===== src/rtl/mm_config.svh =====
// ===============================================
// Matmul sizing: Q8.8 element format, array size
// and matrix dimensions, plus derived depths
// ===============================================
`ifndef MM_CONFIG_SVH
`define MM_CONFIG_SVH

// Element format, signed Q8.8
`define MM_WIDTH     16
`define MM_FRAC      8

// Array is MM_BLOCK x MM_BLOCK
`define MM_BLOCK     2
`define MM_INNER     4
`define MM_I_OUTER   4
`define MM_W_OUTER   4

// Block grid of C
`define MM_ROW_BLKS  (`MM_I_OUTER / `MM_BLOCK)
`define MM_COL_BLKS  (`MM_W_OUTER / `MM_BLOCK)

// Buffer words, one per (block, k)
`define MM_I_DEPTH   (`MM_ROW_BLKS * `MM_INNER)
`define MM_W_DEPTH   (`MM_COL_BLKS * `MM_INNER)
`define MM_MAX_DEPTH ((`MM_I_DEPTH > `MM_W_DEPTH) ? `MM_I_DEPTH : `MM_W_DEPTH)
`define MM_ADDR_W    ((`MM_MAX_DEPTH > 1) ? $clog2(`MM_MAX_DEPTH) : 1)

// Block index width, at least one bit
`define MM_MAX_BLKS  ((`MM_ROW_BLKS > `MM_COL_BLKS) ? `MM_ROW_BLKS : `MM_COL_BLKS)
`define MM_BLK_W     ((`MM_MAX_BLKS > 1) ? $clog2(`MM_MAX_BLKS) : 1)

`endif


===== src/rtl/mm_pkg.sv =====
// ===============================================
// Matmul types: elements, accumulators, buffer
// words, result blocks and controller states
// ===============================================
`include "mm_config.svh"

package mm_pkg;

    // Sizes pulled in from the config header
    localparam int elem_w   = `MM_WIDTH;
    localparam int frac_w   = `MM_FRAC;
    localparam int block_n  = `MM_BLOCK;
    localparam int inner_n  = `MM_INNER;
    localparam int row_blks = `MM_ROW_BLKS;
    localparam int col_blks = `MM_COL_BLKS;
    localparam int addr_w   = `MM_ADDR_W;
    localparam int blk_w    = `MM_BLK_W;

    typedef logic signed [elem_w-1:0]   elem_t;  // Q8.8
    typedef logic signed [2*elem_w-1:0] acc_t;   // Full product width

    // One buffer word: a column slice of A or a row slice of B
    typedef elem_t [block_n-1:0] opnd_row_t;

    // Row-major, element (i,j) at i*block_n + j
    typedef elem_t [block_n*block_n-1:0] res_blk_t;

    typedef enum logic [1:0] {
        IDLE,      // Waiting for start
        READ,      // Issuing k reads
        DRAIN,     // Last block in flight
        WAIT_OUT   // Final read held off by full capture
    } ctrl_state_t;

endpackage


===== src/rtl/mm_if.sv =====
// ===============================================
// Accumulate/result bundle between controller,
// MAC array and result capture
// ===============================================
`timescale 1ns/1ps

interface acc_if;

    logic                     acc_clear;    // k == 0, load product
    logic                     acc_en;       // Operand words valid
    logic                     acc_last;     // k == INNER-1
    logic                     res_valid;    // One-cycle block strobe
    mm_pkg::res_blk_t         res_data;     // Shifted, saturated block
    logic [mm_pkg::blk_w-1:0] res_row_blk;
    logic [mm_pkg::blk_w-1:0] res_col_blk;
    logic                     cap_full;     // Capture holds a block

    modport ctrl (
        output acc_clear, acc_en, acc_last, res_row_blk, res_col_blk,
        input  cap_full
    );

    modport array (
        input  acc_clear, acc_en, acc_last,
        output res_valid, res_data
    );

    // Indices come straight from the controller
    modport capture (
        input  res_valid, res_data, res_row_blk, res_col_blk,
        output cap_full
    );

endinterface


===== src/rtl/operand_buffer.sv =====
// ===============================================
// Operand buffer: simple dual-port inferred RAM,
// registered read with one cycle of latency
// ===============================================
`timescale 1ns/1ps

module operand_buffer #(
    parameter type payload_t = logic,
    parameter int  depth     = 4,
    parameter int  addr_w    = (depth > 1) ? $clog2(depth) : 1
) (
    input  logic              accumulator_done_top,
    input  logic              we,
    input  logic [addr_w-1:0] waddr,
    input  payload_t          wdata,
    input  logic              re,
    input  logic [addr_w-1:0] raddr,
    output payload_t          rdata
);

    payload_t mem [depth];  // Plain array, no reset

    // Write port
    always_ff @(posedge accumulator_done_top) begin
        if (we) begin
            mem[waddr] <= wdata;
        end
    end

    // Read port, holds last word while re is low
    always_ff @(posedge accumulator_done_top) begin
        if (re) begin
            rdata <= mem[raddr];  // Valid the cycle after re
        end
    end

endmodule


===== src/rtl/mac_array.sv =====
// ===============================================
// MAC array: BLOCK x BLOCK outer-product sums,
// Q8.8 rescale with saturation, result strobe
// ===============================================
`timescale 1ns/1ps

module mac_array (
    input  logic              accumulator_done_top,
    input  logic              rst_n,
    input  mm_pkg::opnd_row_t a_row,
    input  mm_pkg::opnd_row_t b_row,
    acc_if.array              acc
);

    localparam int n = mm_pkg::block_n;

    // Signed 16-bit limits in accumulator width
    localparam mm_pkg::acc_t sat_hi = mm_pkg::acc_t'((1 << (mm_pkg::elem_w - 1)) - 1);
    localparam mm_pkg::acc_t sat_lo = -sat_hi - 1;

    mm_pkg::acc_t acc_q [n][n];  // Running sums
    mm_pkg::acc_t prod  [n][n];  // a[i] * b[j] this cycle

    // Drop fraction bits, clamp to element range
    function automatic mm_pkg::elem_t sat_elem(input mm_pkg::acc_t a);
        mm_pkg::acc_t s;
        s = a >>> mm_pkg::frac_w;  // Arithmetic, keeps sign
        if (s > sat_hi) begin
            s = sat_hi;
        end else if (s < sat_lo) begin
            s = sat_lo;
        end
        return mm_pkg::elem_t'(s);
    endfunction

    always_comb begin
        for (int i = 0; i < n; i++) begin
            for (int j = 0; j < n; j++) begin
                // Sign-extend both before multiplying
                prod[i][j] = mm_pkg::acc_t'($signed(a_row[i])) *
                             mm_pkg::acc_t'($signed(b_row[j]));
            end
        end
    end

    // Accumulators are payload, cleared by acc_clear instead of reset
    always_ff @(posedge accumulator_done_top) begin
        if (acc.acc_en) begin
            for (int i = 0; i < n; i++) begin
                for (int j = 0; j < n; j++) begin
                    if (acc.acc_clear) begin
                        acc_q[i][j] <= prod[i][j];  // First k of block
                    end else begin
                        acc_q[i][j] <= acc_q[i][j] + prod[i][j];
                    end
                end
            end
        end
    end

    // Strobe lands with the completed sums
    always_ff @(posedge accumulator_done_top) begin
        if (!rst_n) begin
            acc.res_valid <= 1'b0;
        end else begin
            acc.res_valid <= acc.acc_en && acc.acc_last;
        end
    end

    always_comb begin
        for (int i = 0; i < n; i++) begin
            for (int j = 0; j < n; j++) begin
                acc.res_data[i*n + j] = sat_elem(acc_q[i][j]);  // Row-major
            end
        end
    end

endmodule


===== src/rtl/matmul_ctrl.sv =====
// ===============================================
// Matmul controller: walks C blocks row-major,
// issues k reads, tracks outputs for done
// ===============================================
`timescale 1ns/1ps

module matmul_ctrl (
    input  logic                      accumulator_done_top,
    input  logic                      rst_n,
    input  logic                      start,
    input  logic                      out_fire,
    output logic                      buf_re,
    output logic [mm_pkg::addr_w-1:0] a_raddr,
    output logic [mm_pkg::addr_w-1:0] b_raddr,
    output logic                      busy,
    output logic                      done,
    acc_if.ctrl                       acc
);

    localparam int k_w    = (mm_pkg::inner_n > 1) ? $clog2(mm_pkg::inner_n) : 1;
    localparam int blk_w  = mm_pkg::blk_w;
    localparam int addr_w = mm_pkg::addr_w;
    localparam int n_blks = mm_pkg::row_blks * mm_pkg::col_blks;
    localparam int cnt_w  = $clog2(n_blks + 1);

    localparam logic [k_w-1:0]   k_max   = k_w'(mm_pkg::inner_n - 1);
    localparam logic [blk_w-1:0] row_max = blk_w'(mm_pkg::row_blks - 1);
    localparam logic [blk_w-1:0] col_max = blk_w'(mm_pkg::col_blks - 1);
    localparam logic [cnt_w-1:0] cnt_max = cnt_w'(n_blks - 1);

    mm_pkg::ctrl_state_t state;
    logic [k_w-1:0]      k;        // Inner index
    logic [blk_w-1:0]    row_blk;  // Block being read
    logic [blk_w-1:0]    col_blk;
    logic [cnt_w-1:0]    out_cnt;  // Blocks accepted downstream
    logic                k_last;
    logic                last_blk;
    logic                stall;
    logic                issue;

    assign k_last   = (k == k_max);
    assign last_blk = (row_blk == row_max) && (col_blk == col_max);
    assign stall    = k_last && acc.cap_full;  // Hold final read off a full capture
    // WAIT_OUT always sits at k_last
    assign issue    = ((state == mm_pkg::READ) || (state == mm_pkg::WAIT_OUT)) && !stall;

    assign buf_re  = issue;
    assign a_raddr = addr_w'(int'(row_blk) * mm_pkg::inner_n + int'(k));
    assign b_raddr = addr_w'(int'(col_blk) * mm_pkg::inner_n + int'(k));
    assign busy    = (state != mm_pkg::IDLE);

    always_ff @(posedge accumulator_done_top) begin
        if (!rst_n) begin
            state           <= mm_pkg::IDLE;
            k               <= '0;
            row_blk         <= '0;
            col_blk         <= '0;
            out_cnt         <= '0;
            done            <= 1'b0;
            acc.res_row_blk <= '0;
            acc.res_col_blk <= '0;
        end else begin
            if (out_fire) begin
                out_cnt <= out_cnt + 1'b1;
            end
            case (state)
                mm_pkg::IDLE: begin
                    if (start) begin  // Only accepted here
                        state   <= mm_pkg::READ;
                        k       <= '0;
                        row_blk <= '0;
                        col_blk <= '0;
                        out_cnt <= '0;
                        done    <= 1'b0;
                    end
                end
                mm_pkg::READ, mm_pkg::WAIT_OUT: begin
                    if (stall) begin
                        state <= mm_pkg::WAIT_OUT;
                    end else if (!k_last) begin
                        k <= k + 1'b1;
                    end else begin
                        // Final read issued, tag block for capture
                        k               <= '0;
                        acc.res_row_blk <= row_blk;
                        acc.res_col_blk <= col_blk;
                        if (last_blk) begin
                            state <= mm_pkg::DRAIN;
                        end else begin
                            state <= mm_pkg::READ;
                            if (col_blk == col_max) begin  // Wrap to next row
                                col_blk <= '0;
                                row_blk <= row_blk + 1'b1;
                            end else begin
                                col_blk <= col_blk + 1'b1;
                            end
                        end
                    end
                end
                mm_pkg::DRAIN: begin
                    if (out_fire && (out_cnt == cnt_max)) begin  // Last block taken
                        state <= mm_pkg::IDLE;
                        done  <= 1'b1;
                    end
                end
                default: state <= mm_pkg::IDLE;
            endcase
        end
    end

    // Flags trail the read by one cycle to meet the data
    always_ff @(posedge accumulator_done_top) begin
        if (!rst_n) begin
            acc.acc_en    <= 1'b0;
            acc.acc_clear <= 1'b0;
            acc.acc_last  <= 1'b0;
        end else begin
            acc.acc_en    <= issue;
            acc.acc_clear <= issue && (k == '0);
            acc.acc_last  <= issue && k_last;
        end
    end

endmodule


===== src/rtl/result_capture.sv =====
// ===============================================
// Result capture: holds a finished block and its
// indices on a valid/ready output
// ===============================================
`timescale 1ns/1ps

module result_capture (
    input  logic                     accumulator_done_top,
    input  logic                     rst_n,
    acc_if.capture                   acc,
    input  logic                     out_ready,
    output logic                     out_valid,
    output mm_pkg::res_blk_t         out_data,
    output logic [mm_pkg::blk_w-1:0] out_row_blk,
    output logic [mm_pkg::blk_w-1:0] out_col_blk,
    output logic                     out_fire
);

    assign out_fire     = out_valid && out_ready;  // Transfer this edge
    assign acc.cap_full = out_valid;               // Unaccepted block held

    // Controller never strobes into a full register
    always_ff @(posedge accumulator_done_top) begin
        if (!rst_n) begin
            out_valid <= 1'b0;
        end else if (acc.res_valid) begin
            out_valid <= 1'b1;
        end else if (out_fire) begin
            out_valid <= 1'b0;
        end
    end

    // Payload, stable until accepted
    always_ff @(posedge accumulator_done_top) begin
        if (acc.res_valid) begin
            out_data    <= acc.res_data;
            out_row_blk <= acc.res_row_blk;
            out_col_blk <= acc.res_col_blk;
        end
    end

endmodule


===== src/rtl/matmul_top.sv =====
// ===============================================
// Matmul top: operand buffers, controller, MAC
// array and result capture
// ===============================================
`timescale 1ns/1ps
`include "mm_config.svh"

module matmul_top (
    input  logic                   accumulator_done_top,
    input  logic                   rst_n,
    input  logic                   start,
    // A buffer write port
    input  logic                   in_we,
    input  logic [`MM_ADDR_W-1:0]  in_addr,
    input  mm_pkg::opnd_row_t      in_data,
    // B buffer write port
    input  logic                   wb_we,
    input  logic [`MM_ADDR_W-1:0]  wb_addr,
    input  mm_pkg::opnd_row_t      wb_data,
    // Result output
    input  logic                   out_ready,
    output logic                   out_valid,
    output mm_pkg::res_blk_t       out_data,
    output logic [`MM_BLK_W-1:0]   out_row_blk,
    output logic [`MM_BLK_W-1:0]   out_col_blk,
    output logic                   busy,
    output logic                   done
);

    mm_pkg::opnd_row_t       in_rdata;  // A column slice
    mm_pkg::opnd_row_t       wb_rdata;  // B row slice
    logic                    buf_re;    // Shared by both buffers
    logic [`MM_ADDR_W-1:0]   a_raddr;
    logic [`MM_ADDR_W-1:0]   b_raddr;
    logic                    out_fire;

    acc_if u_acc_if ();

    operand_buffer #(
        .payload_t (mm_pkg::opnd_row_t),
        .depth     (`MM_I_DEPTH),
        .addr_w    (`MM_ADDR_W)
    ) u_in_buf (
        .accumulator_done_top (accumulator_done_top),
        .we                   (in_we),
        .waddr                (in_addr),
        .wdata                (in_data),
        .re                   (buf_re),
        .raddr                (a_raddr),
        .rdata                (in_rdata)
    );

    operand_buffer #(
        .payload_t (mm_pkg::opnd_row_t),
        .depth     (`MM_W_DEPTH),
        .addr_w    (`MM_ADDR_W)
    ) u_wb_buf (
        .accumulator_done_top (accumulator_done_top),
        .we                   (wb_we),
        .waddr                (wb_addr),
        .wdata                (wb_data),
        .re                   (buf_re),
        .raddr                (b_raddr),
        .rdata                (wb_rdata)
    );

    matmul_ctrl u_ctrl (
        .accumulator_done_top (accumulator_done_top),
        .rst_n                (rst_n),
        .start                (start),
        .out_fire             (out_fire),
        .buf_re               (buf_re),
        .a_raddr              (a_raddr),
        .b_raddr              (b_raddr),
        .busy                 (busy),
        .done                 (done),
        .acc                  (u_acc_if.ctrl)
    );

    mac_array u_mac_array (
        .accumulator_done_top (accumulator_done_top),
        .rst_n                (rst_n),
        .a_row                (in_rdata),
        .b_row                (wb_rdata),
        .acc                  (u_acc_if.array)
    );

    result_capture u_capture (
        .accumulator_done_top (accumulator_done_top),
        .rst_n                (rst_n),
        .acc                  (u_acc_if.capture),
        .out_ready            (out_ready),
        .out_valid            (out_valid),
        .out_data             (out_data),
        .out_row_blk          (out_row_blk),
        .out_col_blk          (out_col_blk),
        .out_fire             (out_fire)
    );

endmodule


===== config.mk =====
export PLATFORM = sky130hd
export DESIGN_NAME = matmul_top
export DESIGN_NICKNAME = d
export VERILOG_FILES = /design/src/rtl/mm_pkg.sv /design/src/rtl/mm_if.sv /design/src/rtl/operand_buffer.sv /design/src/rtl/mac_array.sv /design/src/rtl/matmul_ctrl.sv /design/src/rtl/result_capture.sv /design/src/rtl/matmul_top.sv
export VERILOG_INCLUDE_DIRS = /design/src /design/src/rtl
export SDC_FILE = /design/constraint.sdc
export NUM_CORES = 2
export LEC_CHECK = 0
export BUFFER_PORTS_ARGS = -buffer_cell sky130_fd_sc_hd__buf_4
export CAP_MARGIN = 30
export CORE_MARGIN = 2
export CORE_UTILIZATION = 45
export CTS_CLUSTER_SIZE = 28
export DETAILED_ROUTE_END_ITERATION = 12
export PLACE_DENSITY = 0.56
export RECOVER_POWER = 25
export SLEW_MARGIN = 20
export SYNTH_ARGS = -nofsm -noshare
export SYNTH_HDL_FRONTEND = slang
export SYNTH_SLANG_ARGS = --single-unit

===== constraint.sdc =====
create_clock -name accumulator_done_top -period 15.34 [get_ports accumulator_done_top]
set_clock_uncertainty 0.1 [all_clocks]
set_input_delay 2.301 -clock accumulator_done_top [delete_from_list [all_inputs] [get_ports accumulator_done_top]]
set_output_delay 2.301 -clock accumulator_done_top [all_outputs]
set_load 0.005 [all_outputs]

==> Yosys cells after proc, flatten, opt, wreduce, memory -nomap -nowiden <==
Memory sizes are Yosys's and may differ from the RTL's. A register that Yosys moved wholly into a read port is not among the register bits.
Cells that the tools add are included.
{ "word_totals": {"register_bits": 83, "mem_bits_rw": 640, "word_cells": 130, "memories": 3} }
{ "mem_list": {"columns": ["memory", "words", "width", "rd", "rd_clocked_by_memory_dff", "wr", "line_no", "text"], "rows": [
  ["u_in_buf.mem", 8, 32, 1, 1, 1, "operand_buffer.sv:21", "payload_t mem [depth];"],
  ["u_wb_buf.mem", 8, 32, 1, 1, 1, "operand_buffer.sv:21", null],
  ["u_mac_array.acc_q", 2, 64, 2, 0, 2, "mac_array.sv:21", "mm_pkg::acc_t acc_q [n][n];"]
]} }
{ "classes": {"n_addsub": 10, "n_mul": 4, "order_cmp": 8, "n_eq_ne": 12, "mux": 46, "n_bitwise": 5, "reduce_logical": 23} }
{ "ops": {"columns": ["operator", "n"], "rows": [
  ["$add A32 B32 Y32", 4],
  ["$mul A16 B16 Y32", 4],
  ["$mux W32", 4],
  ["$gt A24 B16 Y1 const B", 4],
  ["$lt A24 B16 Y1 const B", 4],
  ["$mux W16", 4],
  ["$mux W1", 22],
  ["$mux W2", 8],
  ["$reduce_and A3 Y1", 4],
  ["$mux W3", 3],
  ["$logic_and A1 B1 Y1", 8],
  ["$reduce_bool A2 Y1", 4],
  ["$add A3 B2 Y3", 2],
  ["$eq A2 B2 Y1 const B", 3],
  ["$ne A2 B1 Y1 const B", 3],
  ["$ne A2 B2 Y1 const B", 3],
  ["$pmux W1 S2", 3],
  ["$pmux W2 S3", 1],
  ["$reduce_and A6 Y1", 1],
  ["$reduce_and A5 Y1", 1],
  ["$logic_not A2 Y1", 2],
  ["$or A1 B1 Y1", 4],
  ["$pmux W2 S2", 1],
  ["$add A3 B1 Y3 const B", 1],
  ["9 further kinds", 10]
]} }

==> Longest topological paths before layout <==
{ "depth": {"depth_word": 6, "depth_mapped": 35, "depth_no_buf": 34} }

==> Cells and area by module <==
A second synthesis with hierarchy kept.
{ "hier_totals": {"hier_cells": 6675, "area_unflattened_um2": 75524.9} }
{ "modules_own_cells": {"columns": ["module", "n_inst", "cells_each", "area_each_um2", "seq_area_each_um2"], "rows": [
  ["mac_array", 1, 5701, 51227.9, 3863.7],
  ["operand_buffer", 2, 415, 10786.6, 8648.3],
  ["result_capture", 1, 71, 2030.7, 2001.9],
  ["matmul_ctrl", 1, 73, 693.2, 300.3]
]} }

==> Least setup slack after synthesis <==
No wires, ideal clock.
{ "synth_timing": {"kind": "register to register", "from": "reg u_wb_buf.rdata[1] (netlist bit) (read register of u_wb_buf.mem)", "to": "mem u_mac_array.acc_q[1][63] (netlist bit), data pin", "setup_ns": 0.260, "arrival_time_ns": 7.696, "path_slack_ns": 7.284, "stages_incl_launch_ff": 30, "n_path_buf": 1, "synth_period_minus_slack_ns": 8.056, "cell_sequence": "edfxtp_1 clkbuf_1 nand2_1 fa_1 fa_1 fa_1 fa_1 inv_1 fa_1 fa_1 ha_1 and4_1 a221o_1 a31oi_2 a31oi_1 a31oi_4 o21bai_1 a221oi_1 xnor2_1 ha_1 a21o_1 a21o_1 a21oi_1 o21ai_0 a31oi_1 a21oi_1 o31a_1 o21a_1 nor3_1 xnor2_1"} }
{ "synth_lines": {"columns": ["element", "line_no", "text"], "rows": [
  ["from (decl)", "operand_buffer.sv:18", "output payload_t rdata"],
  ["to (decl)", "mac_array.sv:21", null]
]} }

==> impl_results.md <==
* Status: finished with violations
* Violated checks: capacitance limit, slew limit
* Final design area excluding fillers at between 80,000 and 90,000 sq um
* Antenna violations before repair at 16
* Full die area at between 150,000 and 200,000 sq um
* Cells after synthesis at about 6.7k
* Number of cells on the worst hold path at 0
* Max frequency at between 100 and 150 MHz
* Count of max-cap constraint violations at 4
* Clock Sink Count at 787
* Max-slew violation total from the final report at between 100 and 150
* Remaining global-route overflow at 0
* Final nets at 8,323
* Number of H-tree levels at 3
* Layout overhead on the synthesized area at 8.83%
* Worst-path maximum fanout at 18
* Setup CP Type: reg2reg
* Mean instance size in the synthesized netlist at between 10 and 15 sq um
* Post CTS Setup Buffer Count at 0
* Crit path top cell by count: sky130_fd_sc_hd__fa_1
* Arrival @ worst endpoint at slightly above 9000 ps
* Maximum cell stage delay along the critical path at roughly 630 ps
* Ys flop type: sky130_fd_sc_hd__edfxtp_1
* Met1 wire length at slightly above 80 mm
* Resized cells post-CTS at 0
* Bufs on Longest Clock Path at 3
* Post-route clock period utilization at 58.5%
* Cell area reported after detailed placement at roughly 79,000 sq um
* Pre-antenna DRT Iters at 8
* Count of buffers from port buffering at ~140
* Tightest Hold Check Type: reg2reg
* Fraction of layout cells with a size suffix above 1 at slightly below 9%
* Most used cells in the layout excluding fill and tap cells: sky130_fd_sc_hd__inv_1, sky130_fd_sc_hd__fa_1, sky130_fd_sc_hd__edfxtp_1, sky130_fd_sc_hd__nand2_1, sky130_fd_sc_hd__and2_1
* Pin count of the biggest net entering global routing at between 100 and 150
* Floorplan core area at approximately 170,000 sq um
* Slew headroom at -64.1%
* Initial DRC count at roughly 2.6k
* Final estimated routing congestion in global placement at 0.882
* Vias in the first global route at 50.8k
* Overall track demand over capacity in global routing at 21.6%
* Synth Cell Area at 74,900 sq um
* Wire length of the first global-routing pass at roughly 290 mm
* Hold buffers post-CTS at 0
* Flip-flop and latch count after synthesis at ~790
* Effective utilization at floorplan at between 40% and 50%
* Top-level port count at 145
* Clock insertion delay at the later pin of the skew report at ~750 ps
* Antenna Nets Post-Route at 0
* Die Wd at between 400 and 500 um
* Uppermost signal routing layer after detailed routing: met5
* Proportion of synthesized chip area in sequential cells at between 30% and 40%
* Worst Tran Pin Value at between 2000 and 2500 ps
* Number of placement rows at 149
* Total of warnings raised by yosys at 0
* Detail-routed via count per cell at approximately 5.3
* DRC violations left at 0
* Sum of met2 wire segment lengths after detailed routing at 83.5 mm
* Cts bufs inserted at just over 90
* TritonCTS clock tree: built
* Total number of vias at around 47k
* Category of the worst setup path capture point: register
* Leading cell type in the layout, fill and taps excluded: sky130_fd_sc_hd__inv_1
* Wire length on met3 at between 8 and 9 mm
* Area occupied by multi-input gates at about 46,000 sq um
* Final HPWL DP at about 130 mm
* Setup Total Neg Slack at 0 ps
* Number of enable flip-flop cells after synthesis at 770
* Routed wire per std cell at around 20 um
* Final WL at 178 mm
* Flop-to-flop setup slack at 6360 ps
* Setup Slack @ Placement at 6270 ps
* Register-to-Register Path Depth at 30
* Data required time of the worst path at between 15,000 and 20,000 ps
* Fraction of synthesis flops using an asynchronous set or reset pin at 0%
* Yosys cell types at 73
* Sequential cell area at roughly 23,000 sq um
* Cell chosen for the clock root: sky130_fd_sc_hd__clkbuf_16
* Unrepaired setup endpoints after global routing: no
* Kind of start point of the critical path: register
* Clock transition at path regs at around 60 ps
* Final Setup Violations at 0
* Final hold violations at 0
* Slowest stage cell on the critical path: sky130_fd_sc_hd__edfxtp_1
* Time the worst path needs with I/O delays and setup at between 8000 and 9000 ps
* Post-route setup slack at about 6400 ps
* Post-synth net total at ~8.3k
* Height of the die at 412 um
* Filler cell count in the final layout at 15.0k
==> logic make-up (layout without fill, tap and decap cells) <==
kind of cell | count (synthesis) | count (layout) | synth area share (%)
and+or+nand+nor | 1618 | 1618 | 10.6
adders and majority gates | 1516 | 1516 | 35.8
buffers and inverters | 1507 | 1644 | 7.55
DFF | 787 | 787 | 31.3
AOI/OAI and AO/OA | 775 | 775 | 6.65
xor gates and xnor gates | 257 | 257 | 3.00
muxes | 210 | 210 | 5.08
other | 0 | 2 | 0
==> metrics by stage <==
step | cells | hold WS, ps | util (%)
after global routing | 8996 | 332 | 49.4
after detailed placement | 8821 | 318 | 47.6
after CTS | 8990 | 328 | 49.5
after global placement | 8817 | 309 | 47.6
final | 8998 | 330 | 49.4
after floorplan | 6670 | 302 | -
==> metal layers <==
layer  vias to the layer above  track usage (%)
met5                         -                0
met4                        24             4.52
met3                       198             3.88
met1                     24500             30.3
met2                       902             35.3
li1                      21700                -
==> flip-flops by register name, indices dropped and copies added (netlist names) <==
register / cells
u_capture.acc.cap_full: 1
u_capture.out_row_blk: 1
u_ctrl.state: 2
u_ctrl.k: 2
u_ctrl.acc.res_row_blk: 1
u_ctrl.col_blk: 1
u_ctrl.acc.acc_last: 1
u_mac_array.acc_q: 128
u_capture.out_data: 64
u_wb_buf.rdata: 32
u_ctrl.done: 1
u_in_buf.mem: 256
u_in_buf.rdata: 32
u_ctrl.acc.acc_en: 1
u_ctrl.acc.res_col_blk: 1
u_wb_buf.mem: 256
u_ctrl.acc.acc_clear: 1
u_ctrl.row_blk: 1
u_ctrl.out_cnt: 3
u_capture.out_col_blk: 1
u_mac_array.acc.res_valid: 1
==> layout make-up <==
cell class / instances / share of cell area [%]
clock inverters: 54 / 0.810
multi-input cells: 4376 / 56.3
flip-flops and latches: 787 / 28.8
diodes: 2 / 0.00614
well taps: 2189 / 3.36
repair buffers: 249 / 2.12
inverters: 1226 / 5.64
clock buffers: 115 / 2.95
==> critical path, delay by kind of cell (launching register included) <==
| family | cells | cell delay (ps) |
|---|---|---|
| compound gates | 14 | 3100 |
| xor+xnor | 2 | 280 |
| simple gates | 3 | 620 |
| buf+inv | 3 | 360 |
| flops | 1 | 630 |
| fa+ha+maj | 8 | 3650 |
==> cell usage after synthesis (28+ instances only) <==
cell type / n / area [sq um]
sky130_fd_sc_hd__a211oi_1: 28 / 210
sky130_fd_sc_hd__a21o_1: 100 / 751
sky130_fd_sc_hd__a21oi_1: 191 / 956
sky130_fd_sc_hd__and2_1: 511 / 3200
sky130_fd_sc_hd__clkbuf_1: 263 / 987
sky130_fd_sc_hd__edfxtp_1: 770 / 23100
sky130_fd_sc_hd__fa_1: 1052 / 21100
sky130_fd_sc_hd__ha_1: 464 / 5810
sky130_fd_sc_hd__inv_1: 1226 / 4600
sky130_fd_sc_hd__mux2_2: 80 / 901
sky130_fd_sc_hd__mux4_2: 128 / 2880
sky130_fd_sc_hd__nand2_1: 679 / 2550
sky130_fd_sc_hd__nand2b_1: 59 / 369
sky130_fd_sc_hd__nand3_1: 46 / 230
sky130_fd_sc_hd__nor2_1: 169 / 634
sky130_fd_sc_hd__nor3_1: 42 / 210
sky130_fd_sc_hd__o21a_1: 99 / 743
sky130_fd_sc_hd__o21ai_0: 192 / 961
sky130_fd_sc_hd__o21bai_1: 28 / 210
sky130_fd_sc_hd__xnor2_1: 177 / 1550
sky130_fd_sc_hd__xor2_1: 80 / 701
==> final timing paths <==
kind / endpoint / start
min reg2reg: u_capture.out_col_blk$_DFFE_PP_ / u_ctrl.acc.res_col_blk$_SDFFE_PN0P_
max reg2reg: u_mac_array.acc_q[1][63]$_DFFE_PP_ / u_wb_buf.rdata[4]$_DFFE_PP_
min: u_capture.out_col_blk$_DFFE_PP_ / u_ctrl.acc.res_col_blk$_SDFFE_PN0P_
max: u_mac_array.acc_q[1][63]$_DFFE_PP_ / u_wb_buf.rdata[4]$_DFFE_PP_
Power is not shown: default switching activity piles up to over one toggle a cycle in this logic, so the estimate is an artifact.
